## src/axi_pkg.sv

```systemverilog
`default_nettype none

package axi_pkg;

  parameter int AXI_ADDR_W = 16;
  parameter int AXI_DATA_W = 32;
  parameter int AXI_ID_W = 4;
  parameter int AXI_LEN_W = 8;
  parameter int AXI_SIZE_W = 3;
  parameter int AXI_STRB_W = AXI_DATA_W / 8;
  // byte offset bits inside one data word
  parameter int AXI_ADDR_LSB = $clog2(AXI_STRB_W);

  typedef enum logic [1:0] {
    FIXED = 2'b00,
    INCR  = 2'b01,
    WRAP  = 2'b10
  } axi_burst_e;

  parameter logic [1:0] AXI_RESP_OKAY = 2'b00;

  // one AW or AR command
  typedef struct packed {
    logic [AXI_ID_W-1:0]   id;
    logic [AXI_ADDR_W-1:0] addr;
    logic [AXI_LEN_W-1:0]  len;
    logic [AXI_SIZE_W-1:0] size;
    axi_burst_e            burst;
  } axi_ax_t;

  typedef struct packed {
    logic [AXI_DATA_W-1:0] data;
    logic [AXI_STRB_W-1:0] strb;
    logic                  last;
  } axi_w_t;

  typedef struct packed {
    logic [AXI_ID_W-1:0] id;
    logic [1:0]          resp;
  } axi_b_t;

  typedef struct packed {
    logic [AXI_ID_W-1:0]   id;
    logic [AXI_DATA_W-1:0] data;
    logic [1:0]            resp;
    logic                  last;
  } axi_r_t;

endpackage

`default_nettype wire

```

## src/mem_pkg.sv

```systemverilog
`default_nettype none

package mem_pkg;

  parameter int MEM_DATA_W = 32;
  // word address of which sram uses the low bits it needs
  parameter int MEM_ADDR_W = 14;
  parameter int MEM_BE_W = MEM_DATA_W / 8;

  typedef struct packed {
    logic                  we;
    logic [MEM_ADDR_W-1:0] addr;
    logic [MEM_DATA_W-1:0] data;
    logic [MEM_BE_W-1:0]   be;
  } mem_wr_req_t;

  typedef struct packed {
    logic                  re;
    logic [MEM_ADDR_W-1:0] addr;
  } mem_rd_req_t;

endpackage

`default_nettype wire

```

## src/axi_burst_addr.sv

```systemverilog
`default_nettype none

module axi_burst_addr
  import axi_pkg::*;
(
  input  logic [AXI_ADDR_W-1:0] i_addr,
  input  logic [AXI_LEN_W-1:0]  i_len,
  input  logic [AXI_SIZE_W-1:0] i_size,
  input  axi_burst_e            i_burst,
  output logic [AXI_ADDR_W-1:0] o_next_addr
);

  logic [AXI_ADDR_W-1:0] beat_bytes;
  logic [AXI_ADDR_W-1:0] incr_addr;
  logic [AXI_ADDR_W-1:0] wrap_size;
  logic [AXI_ADDR_W-1:0] wrap_mask;

  assign beat_bytes = AXI_ADDR_W'(1) << i_size;
  assign incr_addr  = i_addr + beat_bytes;

  // window of beat size times beat count is a power of two for legal wraps
  assign wrap_size = (AXI_ADDR_W'(i_len) + AXI_ADDR_W'(1)) << i_size;
  assign wrap_mask = wrap_size - AXI_ADDR_W'(1);

  always_comb begin
    case (i_burst)
      FIXED:   o_next_addr = i_addr;
      WRAP:    o_next_addr = (i_addr & ~wrap_mask) | (incr_addr & wrap_mask);
      default: o_next_addr = incr_addr;
    endcase
  end

endmodule

`default_nettype wire

```

## src/axi_slave_read.sv

```systemverilog
`default_nettype none

module axi_slave_read
  import axi_pkg::*;
  import mem_pkg::*;
(
  input  logic                  clk_i,
  input  logic                  rst_ni,
  input  logic                  i_ar_valid,
  input  axi_ax_t               i_ar,
  input  logic                  i_r_ready,
  input  logic [MEM_DATA_W-1:0] i_mem_rdata,
  output logic                  o_ar_ready,
  output logic                  o_r_valid,
  output axi_r_t                o_r,
  output mem_rd_req_t           o_mem_rd
);

  axi_ax_t               cmd_q;
  axi_ax_t               cur_cmd;
  logic [AXI_LEN_W-1:0]  left_q;
  logic [AXI_LEN_W-1:0]  beats_left;
  logic [AXI_ADDR_W-1:0] next_addr;
  logic                  r_valid_q;
  logic [AXI_ID_W-1:0]   r_id_q;
  logic                  r_last_q;
  logic                  busy;
  logic                  issue_ok;
  logic                  ar_fire;
  logic                  issue;

  // reads still to issue for the current burst
  assign busy = (left_q != '0);

  // sram output is the r data, so only read when it is free or draining
  assign issue_ok = !r_valid_q || i_r_ready;

  assign o_ar_ready = !busy && issue_ok;
  assign ar_fire    = i_ar_valid && o_ar_ready;
  assign issue      = ar_fire || (busy && issue_ok);

  // a new command is read in its handshake cycle
  assign cur_cmd    = ar_fire ? i_ar : cmd_q;
  assign beats_left = ar_fire ? i_ar.len : left_q - AXI_LEN_W'(1);

  axi_burst_addr u_next_addr (
    .i_addr      (cur_cmd.addr),
    .i_len       (cur_cmd.len),
    .i_size      (cur_cmd.size),
    .i_burst     (cur_cmd.burst),
    .o_next_addr (next_addr)
  );

  always_ff @(posedge clk_i) begin
    if (issue) begin
      cmd_q      <= cur_cmd;
      cmd_q.addr <= next_addr;
    end
  end

  always_ff @(posedge clk_i) begin
    if (!rst_ni) begin
      left_q <= '0;
    end else if (issue) begin
      left_q <= beats_left;
    end
  end

  always_ff @(posedge clk_i) begin
    if (!rst_ni) begin
      r_valid_q <= 1'b0;
    end else if (issue) begin
      r_valid_q <= 1'b1;
    end else if (i_r_ready) begin
      r_valid_q <= 1'b0;
    end
  end

  // tags follow the data through the sram latency
  always_ff @(posedge clk_i) begin
    if (issue) begin
      r_id_q   <= cur_cmd.id;
      r_last_q <= (beats_left == '0);
    end
  end

  assign o_mem_rd.re   = issue;
  assign o_mem_rd.addr = cur_cmd.addr[AXI_ADDR_W-1:AXI_ADDR_LSB];

  assign o_r_valid = r_valid_q;
  assign o_r.id    = r_id_q;
  assign o_r.data  = i_mem_rdata;
  assign o_r.resp  = AXI_RESP_OKAY;
  assign o_r.last  = r_last_q;

endmodule

`default_nettype wire

```

## config.mk

```make
export PLATFORM = sky130hd
export DESIGN_NAME = axi_slave_read
export DESIGN_NICKNAME = d
export VERILOG_FILES = /design/src/axi_pkg.sv /design/src/mem_pkg.sv /design/src/axi_burst_addr.sv /design/src/axi_slave_read.sv
export SDC_FILE = /design/constraint.sdc
export NUM_CORES = 1
export LEC_CHECK = 0
export BUFFER_PORTS_ARGS = -buffer_cell sky130_fd_sc_hd__buf_2
export CORE_UTILIZATION = 49
export DETAILED_ROUTE_END_ITERATION = 7
export PLACE_DENSITY = 0.83
export SYNTH_ARGS = -nofsm -noshare
export SYNTH_HDL_FRONTEND = slang
export SYNTH_SLANG_ARGS = --single-unit
```

## constraint.sdc

```tcl
create_clock -name clk_i -period 5.7 [get_ports clk_i]
set_input_delay 1.14 -clock clk_i [delete_from_list [all_inputs] [get_ports clk_i]]
set_output_delay 1.14 -clock clk_i [all_outputs]
set_load 0.01 [all_outputs]
```

# Word-level counts from Yosys, hierarchy flattened
# Index checks and enable logic that the tools add are counted.
[word_totals] register_bits=43 output_inout_bits=56
[op_classes] muxes=5 shift=2 reduce_logical=12 addsub=4 n_bitwise=4 n_eq_ne=1
[op_table] op="33-bit two-way mux" count=1
[op_table] op="16-bit AND" count=2
[op_table] op="16-bit case mux with 2 select lines" count=1
[op_table] op="16-bit adder" count=1
[op_table] op="16-bit NOT" count=1
[op_table] op="16-bit OR" count=1
[op_table] op="1-bit by 3-bit << shifter with 16-bit output, first input constant" count=1
[op_table] op="16-bit by 3-bit << shifter with 16-bit output" count=1
[op_table] op="16-bit by 1-bit subtractor with 16-bit output, second input constant" count=1
[op_table] op="8-bit by 1-bit adder with 9-bit output, second input constant" count=1
[op_table] op="8-bit zero test" count=1
[op_table] op="8-bit two-way mux" count=1
[op_table] op="8-bit nonzero test" count=1
[op_table] op="8-bit by 1-bit subtractor with 8-bit output, second input constant" count=1
[op_table] op="1-bit logical AND" count=3
[op_table] op="2-bit == test, second input constant" count=1
[op_table] op="1-bit zero test" count=2
[op_table] op="2-bit zero test" count=1
[op_table] op="1-bit logical OR" count=2
[op_table] op="1-bit two-way mux" count=2
[op_table] op="2-bit AND reduction" count=1
[op_table] op="2-bit nonzero test" count=1

# Logic depth before layout (Yosys ltp)
# Gate-level depths: netlist of the first run.
[logic_depth] ltp_word=12 ltp_mapped=24 depth_no_buf=21

# Hierarchy
# Synthesis of the first run repeated with hierarchy kept, for this count alone.
[unflattened] cells_unflattened=583 hier_area_um2=4634.4
[by_module_without_submodules] module="axi_slave_read" area_each_um2=2503.7 cells_each=271 instances=1
[by_module_without_submodules] module="axi_burst_addr" area_each_um2=2130.8 cells_each=312 instances=1

# Least setup slack after synthesis of the first run
# OpenSTA, ideal clock, no wires.
[synth_timing] path_type="input -> register" start="input port i_r_ready" end="register cmd_q[26] (netlist name), data pin" arrival_ps=5318 stages=21 required_time_ps=5442 setup_slack_ps=124 cell_sequence="nand2b_1 -> nand4_4 -> buf_6 -> buf_2 -> buf_1 -> clkbuf_1 -> nand2_1 -> nand2_1 -> ha_1 -> buf_2 -> clkbuf_1 -> a21boi_0 -> or2_2 -> o211ai_1 -> o22ai_1 -> mux2_2 -> nor4_4 -> and3_1 -> o21ai_1 -> a211o_1 -> xnor2_1"
[synth_rtl] element="start: declaration" line_no="axi_slave_read.sv:11" source="input logic i_r_ready,"
[synth_rtl] element="end signal: assignment" line_no="axi_slave_read.sv:56" source="cmd_q <= cur_cmd;"
[synth_rtl] element="end: declaration" line_no="axi_slave_read.sv:19" source="axi_ax_t cmd_q;"

# Final worst setup path of the first run
[layout_timing] start="input port i_r_ready" end="register cmd_q[26] (netlist name), data pin"
[layout_between] elab_chain_cells=11 elab_cells_between_ends=16 cone_classes="add/sub (3); eq/ne (1); shift (2); mux (2); bitwise (4); reduce/logical (4)"
[layout_lines] element="1-bit logical OR *" line_no="axi_slave_read.sv:36" source="assign issue_ok = !r_valid_q || i_r_ready;"
[layout_lines] element="1-bit logical AND *" line_no="axi_slave_read.sv:38" source="assign o_ar_ready = !busy && issue_ok;"
[layout_lines] element="1-bit logical AND *" line_no="axi_slave_read.sv:39" source="assign ar_fire = i_ar_valid && o_ar_ready;"
[layout_lines] element="33-bit two-way mux *" line_no="axi_slave_read.sv:43" source="assign cur_cmd = ar_fire ? i_ar : cmd_q;"
[layout_lines] element="8-bit by 1-bit adder with 9-bit output" line_no="axi_burst_addr.sv:22" source="assign wrap_size = (AXI_ADDR_W'(i_len) + AXI_ADDR_W'(1)) << i_size;"
[layout_lines] element="16-bit by 3-bit << shifter with 16-bit output" line_no="axi_burst_addr.sv:22"
[layout_lines] element="16-bit by 1-bit subtractor with 16-bit output" line_no="axi_burst_addr.sv:23" source="assign wrap_mask = wrap_size - AXI_ADDR_W'(1);"
[layout_lines] element="16-bit NOT" line_no="axi_burst_addr.sv:28" source="WRAP: o_next_addr = (i_addr & ~wrap_mask) | (incr_addr & wrap_mask);"
[layout_lines] element="16-bit AND" line_no="axi_burst_addr.sv:28"
[layout_lines] element="16-bit OR" line_no="axi_burst_addr.sv:28"
[layout_lines] element="16-bit case mux with 2 select lines *" line_no="axi_burst_addr.sv:26" source="case (i_burst)"
[layout_lines] element="named net next_addr[13]" line_no="axi_slave_read.sv:23" source="logic [AXI_ADDR_W-1:0] next_addr;"
# Mark *: on every way through the listed nets, which the timed path passes. The rest lies on a longest branch. The select of a mux whose other input is x is not followed.
# A chain may end at the register's enable or synchronous reset.

==> results by group, run 1 <==
Place
  • Dpl hpwl: 8750 um
  • PortBufs: 58
  • Routability congestion estimate: 0.915
  • Placed instance area: 4740 um^2

Clock tree
  • Hold buffer count at CTS: 0
  • Reg clk slew, reported paths: ~0.1 ns
  • CTS tree: done
  • Clock Latency Late Sink: 0.31 ns
  • Root buf cell: clkbuf_8
  • Clk buf depth: 2
  • Post-CTS sizing: 0
  • Clock sinks: 43
  • Post-CTS setup buffer count: 0
  • H-tree lvl count: 2
  • CTS Buf Count: 5

Global routing
  • Initial antenna violation count: 0
  • Gr ovfl total: 0
  • Largest net degree at the start of global routing: 40
  • All-Layer GR Usage: 23.3%
  • Global-route wire length before repair: 18900 um
  • Vias in the first global route: 3947

Die
  • Initial Util: 51.2%
  • # IOs: 125
  • Die ar.: 10100 um^2
  • Area of the core: 9330 um^2
  • Die Wd: between 100 and 150 um
  • Row cnt: 35
  • Die Ht: between 100 and 150 um

Synth
  • Xor/xnor share of the synthesized area: 6.05%
  • Yosys top cell by area: edfxtp_1
  • Synth Flop Type: edfxtp_1
  • Post-synthesis simple-gate area fraction: 26.4%
  • Register area share after synthesis: 25.2%
  • Post-synthesis mux area share: 7.42%
  • Synthesized instance count: 602
  • Ys async rst share: 0%
  • Synth warnings: 0
  • Avg Cell Area, Syn: about 7.9 um^2
  • Largest family of logic cells by synthesized area: simple AND/OR/NAND/NOR gates
  • Post-synthesis adder-cell area fraction: 3.56%
  • Area share of the largest cell type after synthesis: about a fifth
  • Synth cell types: 70
  • Synthesized cell area: 4770 um^2
  • Synth area leaders: edfxtp_1, buf_4, nand2_1
  • Complex-gate fraction of the synthesized area: 18.0%
  • EDFF count, synth: 34
  • Synthesized flop and latch total: between 40 and 50

Job
  • Max cap viols: 0

Worst setup path
  • CP startpoint: i_r_ready
  • Crit path to: cmd_q[26]
  • Data required time of the critical path: between 5 and 6 ns
  • Worst-path fanout max: 26
  • CP arrival: 5.07 ns
  • Reg2reg path depth: 18
  • Critical Path Start Type: primary input
  • Crit Path Class: primary input to register
  • Reg2reg start: left_q[0]
  • Reg2Reg Setup Slack: 0.78 ns
  • Worst R2R End: cmd_q[26]
  • Setup crit end kind: register

Timing
  • RSZ-0062 raised after global routing: false
  • Worst Tran Pin Value: 0.741 ns
  • Setup TNS: 0 ns
  • Clock skew: 0.00628 ns
  • Fmax achieved: 0.200 GHz
  • Relative slew slack: 49.2%
  • Post-layout min period: between 5 and 6 ns
  • Fin. max-slew vios: 0
  • Post-route clock period utilization: 87.8%
  • Final Hold Viols: 0
  • Setup violators final: 0

Pwr
  • Int Pwr: between 1.5 and 2 mW
  • Sequential share of power: 21.1%
  • Worst vdd ir: just under 0.0003 V
  • Sw Ratio: 51.4%
  • Combinational share of power: 72.7%
  • Net Switching: approximately 1.8 mW
  • Tot Pwr: 3.54 mW
  • Pleak: 2.03 nW
  • Clock power share: under 10%
  • Power Density: approximately 730 nW/um^2

Routing
  • Iteration count of the initial detailed-routing pass: 5
  • Vias per std cell: 5.97
  • DRC: 0
  • Via count: ~4300
  • Initial drt markers: 402
  • Routed WL: 11700 um
  • Wire length per cell: 16.2 um
  • DRT antenna net count: 0

Layout
  • Layout cells sized above 1: 17.2%
  • Antenna Cells: 0
  • Cell area after layout: 4830 um^2
  • Syn-to-layout area delta: 1.26%
  • Fin nets: 673

Hold path
  • Hold Path Class: register to register

Run status
  • Status: completed
[critical path, cell delays in order]
cell and delay [ns]:
buf_2 0.10, nand2b_1 0.19, nand4_4 0.12, clkinv_2 0.27, o21ai_0 0.29, ha_1 0.58, a21boi_0 0.22, or2_2 0.33
o211ai_1 0.25, o22ai_1 0.17, mux2_2 0.34, nor4_4 0.37, and3_1 0.20, o21ai_1 0.06, a211o_1 0.31, xnor2_1 0.12
[flip-flops by register name, indices dropped and copies added (netlist names)]
name,cells
cmd_q,29
left_q,8
o_r_valid,1
r_id_q,4
r_last_q,1
[per-stage QoR]
step	cells	hold slack, ns	setup slack (ns)	util (%)
after global placement	713	0.491	0.588	50.8
after floorplan	603	0.469	0.124	-
after CTS	721	0.512	0.716	51.8
after global routing	721	0.557	0.414	51.8
after detailed placement	713	0.497	0.415	50.8
final	721	0.509	0.695	51.8
[cell usage after synthesis (3+ instances only)]
library cell,n
a211oi_1,12
a21boi_0,7
a21o_1,5
a21oi_1,24
a22oi_1,3
a31oi_1,3
and2_1,6
and3_1,7
and4_1,6
buf_1,3
buf_2,5
buf_4,54
clkbuf_1,19
clkinv_1,3
dfxtp_1,9
edfxtp_1,34
ha_1,12
inv_1,19
mux2_2,9
mux2i_1,23
nand2_1,94
nand2b_1,11
nand3_1,20
nand3b_1,4
nand4_1,9
nor2_1,34
nor2b_1,12
nor3_1,15
nor3b_1,3
nor4_1,5
o211ai_1,7
o21a_1,4
o21ai_0,35
or3_1,7
or4_1,3
xnor2_1,22
xor2_1,11
[cell families after synthesis]
| kind of cell | Yosys count |
|---|---|
| other | 1 |
| AOI/OAI and AO/OA | 124 |
| and+or+nand+nor | 246 |
| xor gates and xnor gates | 33 |
| adders and majority gates | 13 |
| DFF | 43 |
| muxes | 33 |
| buffers and inverters | 109 |
[layout make-up]
type                       instances  area [um^2]
multi-input combinational        451         2940
sequential                        43         1200
clock buffer                       5         68.8
clock inverter                     3         26.3
fill                             872         4490
tap                              129          161
inverter                          26          101
timing repair buffer              64          335
[cells in the final DEF, fill, tap and decap left out, types with 3 or more instances in the layout]
cell type  count
nand2_1       94
buf_2         58
o21ai_0       35
nor2_1        34
edfxtp_1      34
a21oi_1       24
mux2i_1       23
xnor2_1       22
nand3_1       20
inv_1         19
nor3_1        15
nor2b_1       12
a211oi_1      12
ha_1          12
nand2b_1      11
xor2_1        11
nand4_1        9
mux2_2         9
dfxtp_1        9
or3_1          7
a21boi_0       7
and3_1         7
o211ai_1       7
and4_1         6
and2_1         6
buf_4          6
a21o_1         5
nor4_1         5
clkbuf_8       5
o21a_1         4
nand3b_1       4
nor3b_1        3
clkinv_1       3
or4_1          3
a22oi_1        3
a31oi_1        3
inv_6          3
[power groups by stage]
stage	clock [mW]	sequential (mW)	combinational [mW]
5_1_grt	0.237	0.762	2.86
3_5_place_dp	0	0.748	2.54
2_1_floorplan	0	0.652	2.20
4_1_cts	0.228	0.740	2.56
6_report	0.221	0.746	2.57
3_3_place_gp	0	0.741	2.48
[worst min-delay path by stage]
stage / slack (ns) / from / endpoint / cells after the start
2_1_floorplan: 0.47 / left_q[7] / left_q[7] / 2
3_3_place_gp: 0.49 / left_q[7] / left_q[7] / 2
3_5_place_dp: 0.50 / left_q[7] / left_q[7] / 2
4_1_cts: 0.51 / left_q[7] / left_q[7] / 2
5_1_grt: 0.56 / left_q[6] / left_q[6] / 2
6_report: 0.51 / left_q[7] / left_q[7] / 2
[per-layer routing]
| layer | global-route usage (%) | vias to the layer above | wire length [um] |
|---|---|---|---|
| li1 | - | 2066 | - |
| met1 | 31.3 | 2019 | 5150 |
| met2 | 39.3 | 198 | 5600 |
| met3 | 2.64 | 21 | 765 |
| met4 | 7.02 | 0 | 191 |
| met5 | 0 | - | 0 |
Note: power is estimated with default switching activity, not from simulation.
==> inputs of run 2 (changes only) <==
==> constraint.sdc (replaced) <==
create_clock -name clk_i -period 5.7 [get_ports clk_i]
set_input_delay 0.855 -clock clk_i [delete_from_list [all_inputs] [get_ports clk_i]]
set_output_delay 0.855 -clock clk_i [all_outputs]
set_load 0.01 [all_outputs]
==> run 2 against run 1 <==
- combinational power barely moved
- count of clock-buffer cells in the layout grew 2
- largest cell class unchanged
- via count up 0.14%
- largest power group unchanged
- highest routed layer unchanged
==> results by group, run 2 (synthesis gave the netlist of run 1 again) <==
Clock tree
  • Post-CTS setup buffer count: 0 (unchanged)
  • CTS tree: done
  • Hold buffer count at CTS: 0 (unchanged)
  • Post-CTS sizing: 0 (unchanged)
  • Root buf cell: clkbuf_8
  • Clk buf depth: 2 (unchanged)
  • Reg clk slew, reported paths: 0.10 ns (about the same)
  • Clock Latency Late Sink: 0.31 ns (about the same)
  • Clock sinks: 43 (unchanged)
  • H-tree lvl count: 2 (unchanged)
  • CTS Buf Count: 5 (unchanged)

Timing
  • Setup TNS: 0 ns (unchanged)
  • Hold Worst Slack: 0.504 ns (-0.00466 ns)
  • Final Hold Viols: 0 (unchanged)
  • Fin. max-slew vios: 0 (unchanged)
  • Worst Tran Pin Value: 1.06 ns (+0.314 ns)
  • Fmax achieved: 0.203 GHz (+1.8%)
  • Post-route clock period utilization: 86.3% (-1.5 points)
  • Relative slew slack: 27.6% (-22 points)
  • Post-layout min period: 4.92 ns (-0.0865 ns)
  • RSZ-0062 raised after global routing: false
  • Clock skew: 0.00800 ns (+0.00172 ns)
  • Setup violators final: 0 (unchanged)

Job
  • Max cap viols: 0 (unchanged)

Pwr
  • Net Switching: 1.83 mW (+0.56%)
  • Sw Ratio: 50.8% (-0.55 points)
  • Sequential share of power: 20.7% (-0.4 points)
  • Power Density: 740 nW/um^2 (+1.0%)
  • Int Pwr: 1.77 mW (+2.8%)
  • Worst vdd ir: 0.000392 V (+35%)
  • Pleak: 2.04 nW (+0.74%)
  • Clock power share: 7.3% (+1.1 points)
  • Combinational share of power: 72.0% (-0.7 points)

Layout
  • Most flops, register: cmd_q
  • Layout cells sized above 1: 17.2% (unchanged)
  • Most common cell after layout, fill and taps aside: nand2_1
  • Max reg flops: 29 (unchanged)
  • Non-Filler Instances: 721 (unchanged)
  • Most frequent cells in the layout: nand2_1, buf_2, o21ai_0, nor2_1, edfxtp_1
  • Syn-to-layout area delta: 1.89%
  • Final core occ: 52.2% (+0.32 points)
  • Fin nets: 673 (unchanged)
  • Antenna Cells: 0 (unchanged)
  • Top Registers: cmd_q x29, left_q x8, r_id_q x4

Die
  • Die ar.: 10100 um^2 (unchanged)
  • Row cnt: 35 (unchanged)
  • Die Ht: 101 um (unchanged)
  • Initial Util: 51.2% (unchanged)
  • Die Wd: 101 um (unchanged)
  • # IOs: 125 (unchanged)
  • Area of the core: 9330 um^2 (unchanged)

Routing
  • DRC: 0 (unchanged)
  • Vias per std cell: 5.98 (+0.14%)
  • Wire length per cell: 16.5 um (+1.9%)
  • Initial drt markers: 492 (+22%)
  • Via count: 4310 (+0.14%)
  • Routed WL: 11900 um (+1.9%)
  • DRT antenna net count: 0 (unchanged)
  • Iteration count of the initial detailed-routing pass: 7 (+2)

Worst setup path
  • Crit Path Class: register to register
  • Data required time of the critical path: 5.77 ns (about the same)
  • Critical Path Start Type: register
  • Reg2Reg Setup Slack: 0.78 ns (about the same)
  • Worst-path fanout max: 18 (-31%)
  • Setup crit end kind: register
  • CP arrival: 4.99 ns (-0.08 ns)

Global routing
  • Gr ovfl total: 0 (unchanged)
  • Initial antenna violation count: 0 (unchanged)
  • Global-route wire length before repair: 19600 um (+3.8%)
  • Vias in the first global route: 4118 (+4.3%)
  • Largest net degree at the start of global routing: 46 (+15%)
  • All-Layer GR Usage: 24.3% (+1.1 points)

Place
  • Routability congestion estimate: 0.962 (+5.1%)
  • Dpl hpwl: 9040 um (+3.3%)
  • Dpl cells: 713 (unchanged)
  • PortBufs: 58 (unchanged)

Run status
  • Status: completed

Hold path
  • Hold Path Class: register to register
-- run 2: changes by cell type in the layout (fill, tap and decap cells not counted), sizes merged --
cell    previous run  this run
clkbuf             5         7
inv               25        23
-- run 2: cell type report --
type,instances,area (um^2)
Clock buffer,7,119
Clock inverter,1,6.26
Fill cell,876,4460
Inverter,26,101
Multi-Input combinational cell,451,2940
Sequential cell,43,1200
Tap cell,129,161
Timing Repair Buffer,64,335
-- run 2: per-layer routing --
layer | vias up | global-route usage [%] | part of all wire, %
li1 | 2065 | - | -
met1 | 2011 | 31.7 | 43
met2 | 198 | 41.6 | 48
met3 | 36 | 3.12 | 6.9
met4 | 0 | 8.14 | 1.9
met5 | - | 0 | 0
-- run 2: power groups by stage --
| stage | clock network [mW] | registers [mW] | logic [mW] |
|---|---|---|---|
| after floorplan | 0 | 0.652 | 2.20 |
| after global placement | 0 | 0.739 | 2.47 |
| after detailed placement | 0 | 0.746 | 2.55 |
| after CTS | 0.266 | 0.738 | 2.57 |
| after global routing | 0.281 | 0.762 | 2.86 |
| final | 0.263 | 0.744 | 2.59 |
-- run 2: path summary, 6_finish.rpt --
path                                start   endpoint  cells past startpoint
worst max register to register  left_q[0]  cmd_q[26]                     19
worst max-delay path            left_q[0]  cmd_q[26]                     19
worst min-delay path            left_q[7]  left_q[7]                      2
worst min register to register  left_q[7]  left_q[7]                      2
-- run 2: metrics by stage --
| stage | cell area [um^2] | setup slack, ns | total power, mW |
|---|---|---|---|
| after CTS | 4860 | 0.826 | 3.57 |
| after global routing | 4860 | 0.345 | 3.90 |
| final | 4860 | 0.782 | 3.60 |
| after floorplan | 4780 | 0.409 | 2.86 |
| after global placement | 4740 | 0.936 | 3.21 |
| after detailed placement | 4740 | 0.799 | 3.29 |
-- run 2: worst max-delay path, cell delays in order, from the launching register on --
cell and delay (ns):
dfxtp_1 0.36, inv_1 0.11, ha_1 0.16, nor3b_1 0.43, nand4_4 0.33, clkinv_2 0.17, nand2_1 0.09, o21ai_0 0.10
ha_1 0.52, and3_1 0.30, xnor2_1 0.13, a211oi_1 0.09, mux2i_1 0.33, a21oi_1 0.15, mux2_2 0.34, nor4_4 0.36
and3_1 0.20, o21ai_1 0.06, a211o_1 0.31, xnor2_1 0.12
==> inputs of run 3 (changes only) <==
- ABC_AREA: default -> 1
- CORE_UTILIZATION: 49 -> 50
- PLACE_DENSITY: 0.83 -> 0.84
- SKIP_LAST_GASP: default -> 1
==> run 3 against run 2 <==
- sequential share of layout area shrank 0.39 points
- critical path type unchanged
- die area shrank 0.45%
- maximum frequency grew 1.1%
==> results by group, run 3 <==
Place
  • Dpl hpwl: 8060 um (-11%)
  • Routability congestion estimate: 1.01 (+5.5%)
  • PortBufs: 58 (unchanged)

Worst setup path
  • CP arrival: 4.93 ns (-0.06 ns)
  • Worst R2R End: cmd_q[27]
  • Reg2reg path depth: 24 (+5)
  • Reg2Reg Setup Slack: 0.84 ns (+0.06 ns)
  • Reg2reg start: left_q[0]
  • Crit Path Class: register to register
  • Worst-path fanout max: 21 (+3)
  • Data required time of the critical path: 5.77 ns (about the same)
  • Crit path to: cmd_q[27]
  • CP startpoint: left_q[0]
  • Critical Path Start Type: register
  • Setup crit end kind: register

Clock tree
  • Clock Latency Late Sink: 0.30 ns (about the same)
  • Clock sinks: 43 (unchanged)
  • CTS tree: done
  • Root buf cell: clkbuf_8
  • Hold buffer count at CTS: 0 (unchanged)
  • Post-CTS sizing: 0 (unchanged)
  • Reg clk slew, reported paths: 0.09 ns (about the same)
  • Post-CTS setup buffer count: 0 (unchanged)
  • Clk buf depth: 2 (unchanged)
  • CTS Buf Count: 5 (unchanged)
  • H-tree lvl count: 2 (unchanged)

Routing
  • Initial drt markers: 357 (-27%)
  • Iteration count of the initial detailed-routing pass: 5 (-2)
  • DRT antenna net count: 0 (unchanged)
  • Routed WL: 10300 um (-13%)
  • Wire length per cell: 12.6 um (-24%)
  • Via count: 4270 (-0.93%)
  • Vias per std cell: 5.21 (-13%)
  • DRC: 0 (unchanged)

Global routing
  • GR Util met1: 27.9% (-3.8 points)
  • Met2 GRT Util: 36.9% (-4.7 points)
  • Vias in the first global route: 3999 (-2.9%)
  • Largest net degree at the start of global routing: 43 (-6.5%)
  • Gr ovfl total: 0 (unchanged)
  • Initial antenna violation count: 0 (unchanged)
  • GR Util met3: 2.29% (-0.83 points)
  • Global-route wire length before repair: 17600 um (-10%)
  • All-Layer GR Usage: 21.4% (-2.9 points)
  • GRT Max-Usage Layer: met2

Hold path
  • Hold path depth: 2 (unchanged)
  • Hold_sp: left_q[4]
  • Hold Path Class: register to register

Layout
  • Most common cell after layout, fill and taps aside: nand2_1
  • Most flops, register: cmd_q
  • Antenna Cells: 0 (unchanged)
  • # fillers: 897 (+2.4%)
  • Most frequent cells in the layout: nand2_1, inv_1, nand3_1, buf_2, nor2_1
  • Layout cells sized above 1: 23.0% (+5.8 points)
  • Top Registers: cmd_q x29, left_q x8, r_id_q x4
  • Max reg flops: 29 (unchanged)
  • Final core occ: 53.0% (+0.85 points)
  • Fin nets: 772 (+15%)
  • Syn-to-layout area delta: 1.93% (about the same)

Synth
  • Synthesized instance count: 693 (+15%)
  • Synth Flop Type: edfxtp_1
  • Register area share after synthesis: 24.8% (-0.39 points)
  • Count leader, synth: nand2_1
  • Synth cell types: 47 (-33%)
  • Yosys top cell by area: edfxtp_1
  • Avg Cell Area, Syn: 7.00 um^2 (-12%)
  • Ys async rst share: 0% (unchanged)
  • EDFF count, synth: 34 (unchanged)
  • Area share of the largest cell type after synthesis: 21.1% (-0.33 points)
  • Synthesized flop and latch total: 43 (unchanged)
  • Top cells by count, synth: nand2_1, inv_1, nand3_1
  • Synth area leaders: edfxtp_1, nand2_1, buf_4
  • Synthesized cell area: 4850 um^2 (+1.6%)
  • Synth warnings: 0 (unchanged)

Die
  • # IOs: 125 (unchanged)
  • Area of the core: 9330 um^2 (unchanged)
  • Die ar.: 10100 um^2 (-0.45%)
  • Initial Util: 52.0% (+0.80 points)
  • Row cnt: 35 (unchanged)
  • Die Wd: 100 um (-0.22%)
  • Die Ht: 100 um (-0.22%)

Timing
  • Setup TNS: 0 ns (unchanged)
  • Worst Tran Pin Value: 1.02 ns (-0.0396 ns)
  • Final Hold Viols: 0 (unchanged)
  • RSZ-0062 raised after global routing: false
  • Post-layout min period: 4.86 ns (-0.0551 ns)
  • Fin. max-slew vios: 0 (unchanged)
  • Setup violators final: 0 (unchanged)
  • Post-route clock period utilization: 85.3% (-0.97 points)
  • Fmax achieved: 0.206 GHz (+1.1%)
  • Clock skew: 0.00310 ns (-0.00490 ns)
  • Relative slew slack: 32.0% (+4.4 points)

Job
  • Max cap viols: 0 (unchanged)

Run status
  • Status: completed
run 3: changes by cell type after synthesis, sizes merged, moves of 13 or more:
cell / change
or2: +14
clkbuf: -13
nand2: +91
nand3: +62
mux2i: -23
xnor2: -17
inv: +75
nor2: +20
run 3: area by class of cell:
| class | count | area, um^2 | share of cell area, % |
|---|---|---|---|
| multi-input combinational | 477 | 2750 | 55.7 |
| inverter | 97 | 364 | 7.37 |
| clock inverter | 3 | 45.0 | 0.911 |
| clock buffer | 5 | 68.8 | 1.39 |
| timing repair buffer | 66 | 350 | 7.09 |
| sequential | 43 | 1200 | 24.3 |
| tap | 129 | 161 | 3.27 |
run 3: logic make-up after synthesis:
group           synth area share [%]
flops                           24.8
xor+xnor                        3.79
simple gates                    39.3
compound gates                  9.34
fa+ha+maj                       3.51
mux                            0.439
buf+inv                         18.8
other cells                   0.0773
run 3: metrics by stage:
step           cells  area [um^2]  worst slack [ns]  hold slack, ns
2_1_floorplan    694         4850             0.984           0.489
3_3_place_gp     812         4830             0.802           0.510
3_5_place_dp     812         4830             0.719           0.528
4_1_cts          820         4940             0.910           0.552
5_1_grt          820         4940             0.327           0.577
6_report         820         4940             0.837           0.542
run 3: worst min-delay path by stage:
stage | endpoint | slack (ns)
after floorplan | left_q[1] | 0.49
after global placement | left_q[4] | 0.51
after detailed placement | left_q[4] | 0.53
after CTS | left_q[4] | 0.55
after global routing | left_q[4] | 0.58
final | left_q[4] | 0.54
run 3: worst max-delay path, stage by stage (launching register included):
cell and delay, ns:
dfxtp_1 0.33, inv_1 0.10, ha_1 0.17, nand2_2 0.09
nor2_8 0.27, nand3_4 0.31, o21ai_4 0.46, inv_2 0.22
nor3_1 0.18, ha_1 0.19, inv_1 0.05, fa_1 0.39
o21ai_0 0.29, a21oi_1 0.11, o21bai_1 0.20, nand2_1 0.07
nand2_1 0.07, a21oi_1 0.09, nor2_1 0.16, nand4_1 0.16
nor3_1 0.22, xor2_1 0.22, nand3_1 0.10, nand3_1 0.09
nand2_1 0.05
run 3: layer usage:
metal | up-vias | share of wire [%]
met4 | 0 | 1.5
met1 | 1936 | 46
met5 | - | 0
met2 | 123 | 47
met3 | 22 | 5.3
li1 | 2189 | -
Power of run 3 is not shown: default switching activity piles up to over one toggle a cycle in this logic, so the estimate is an artifact.
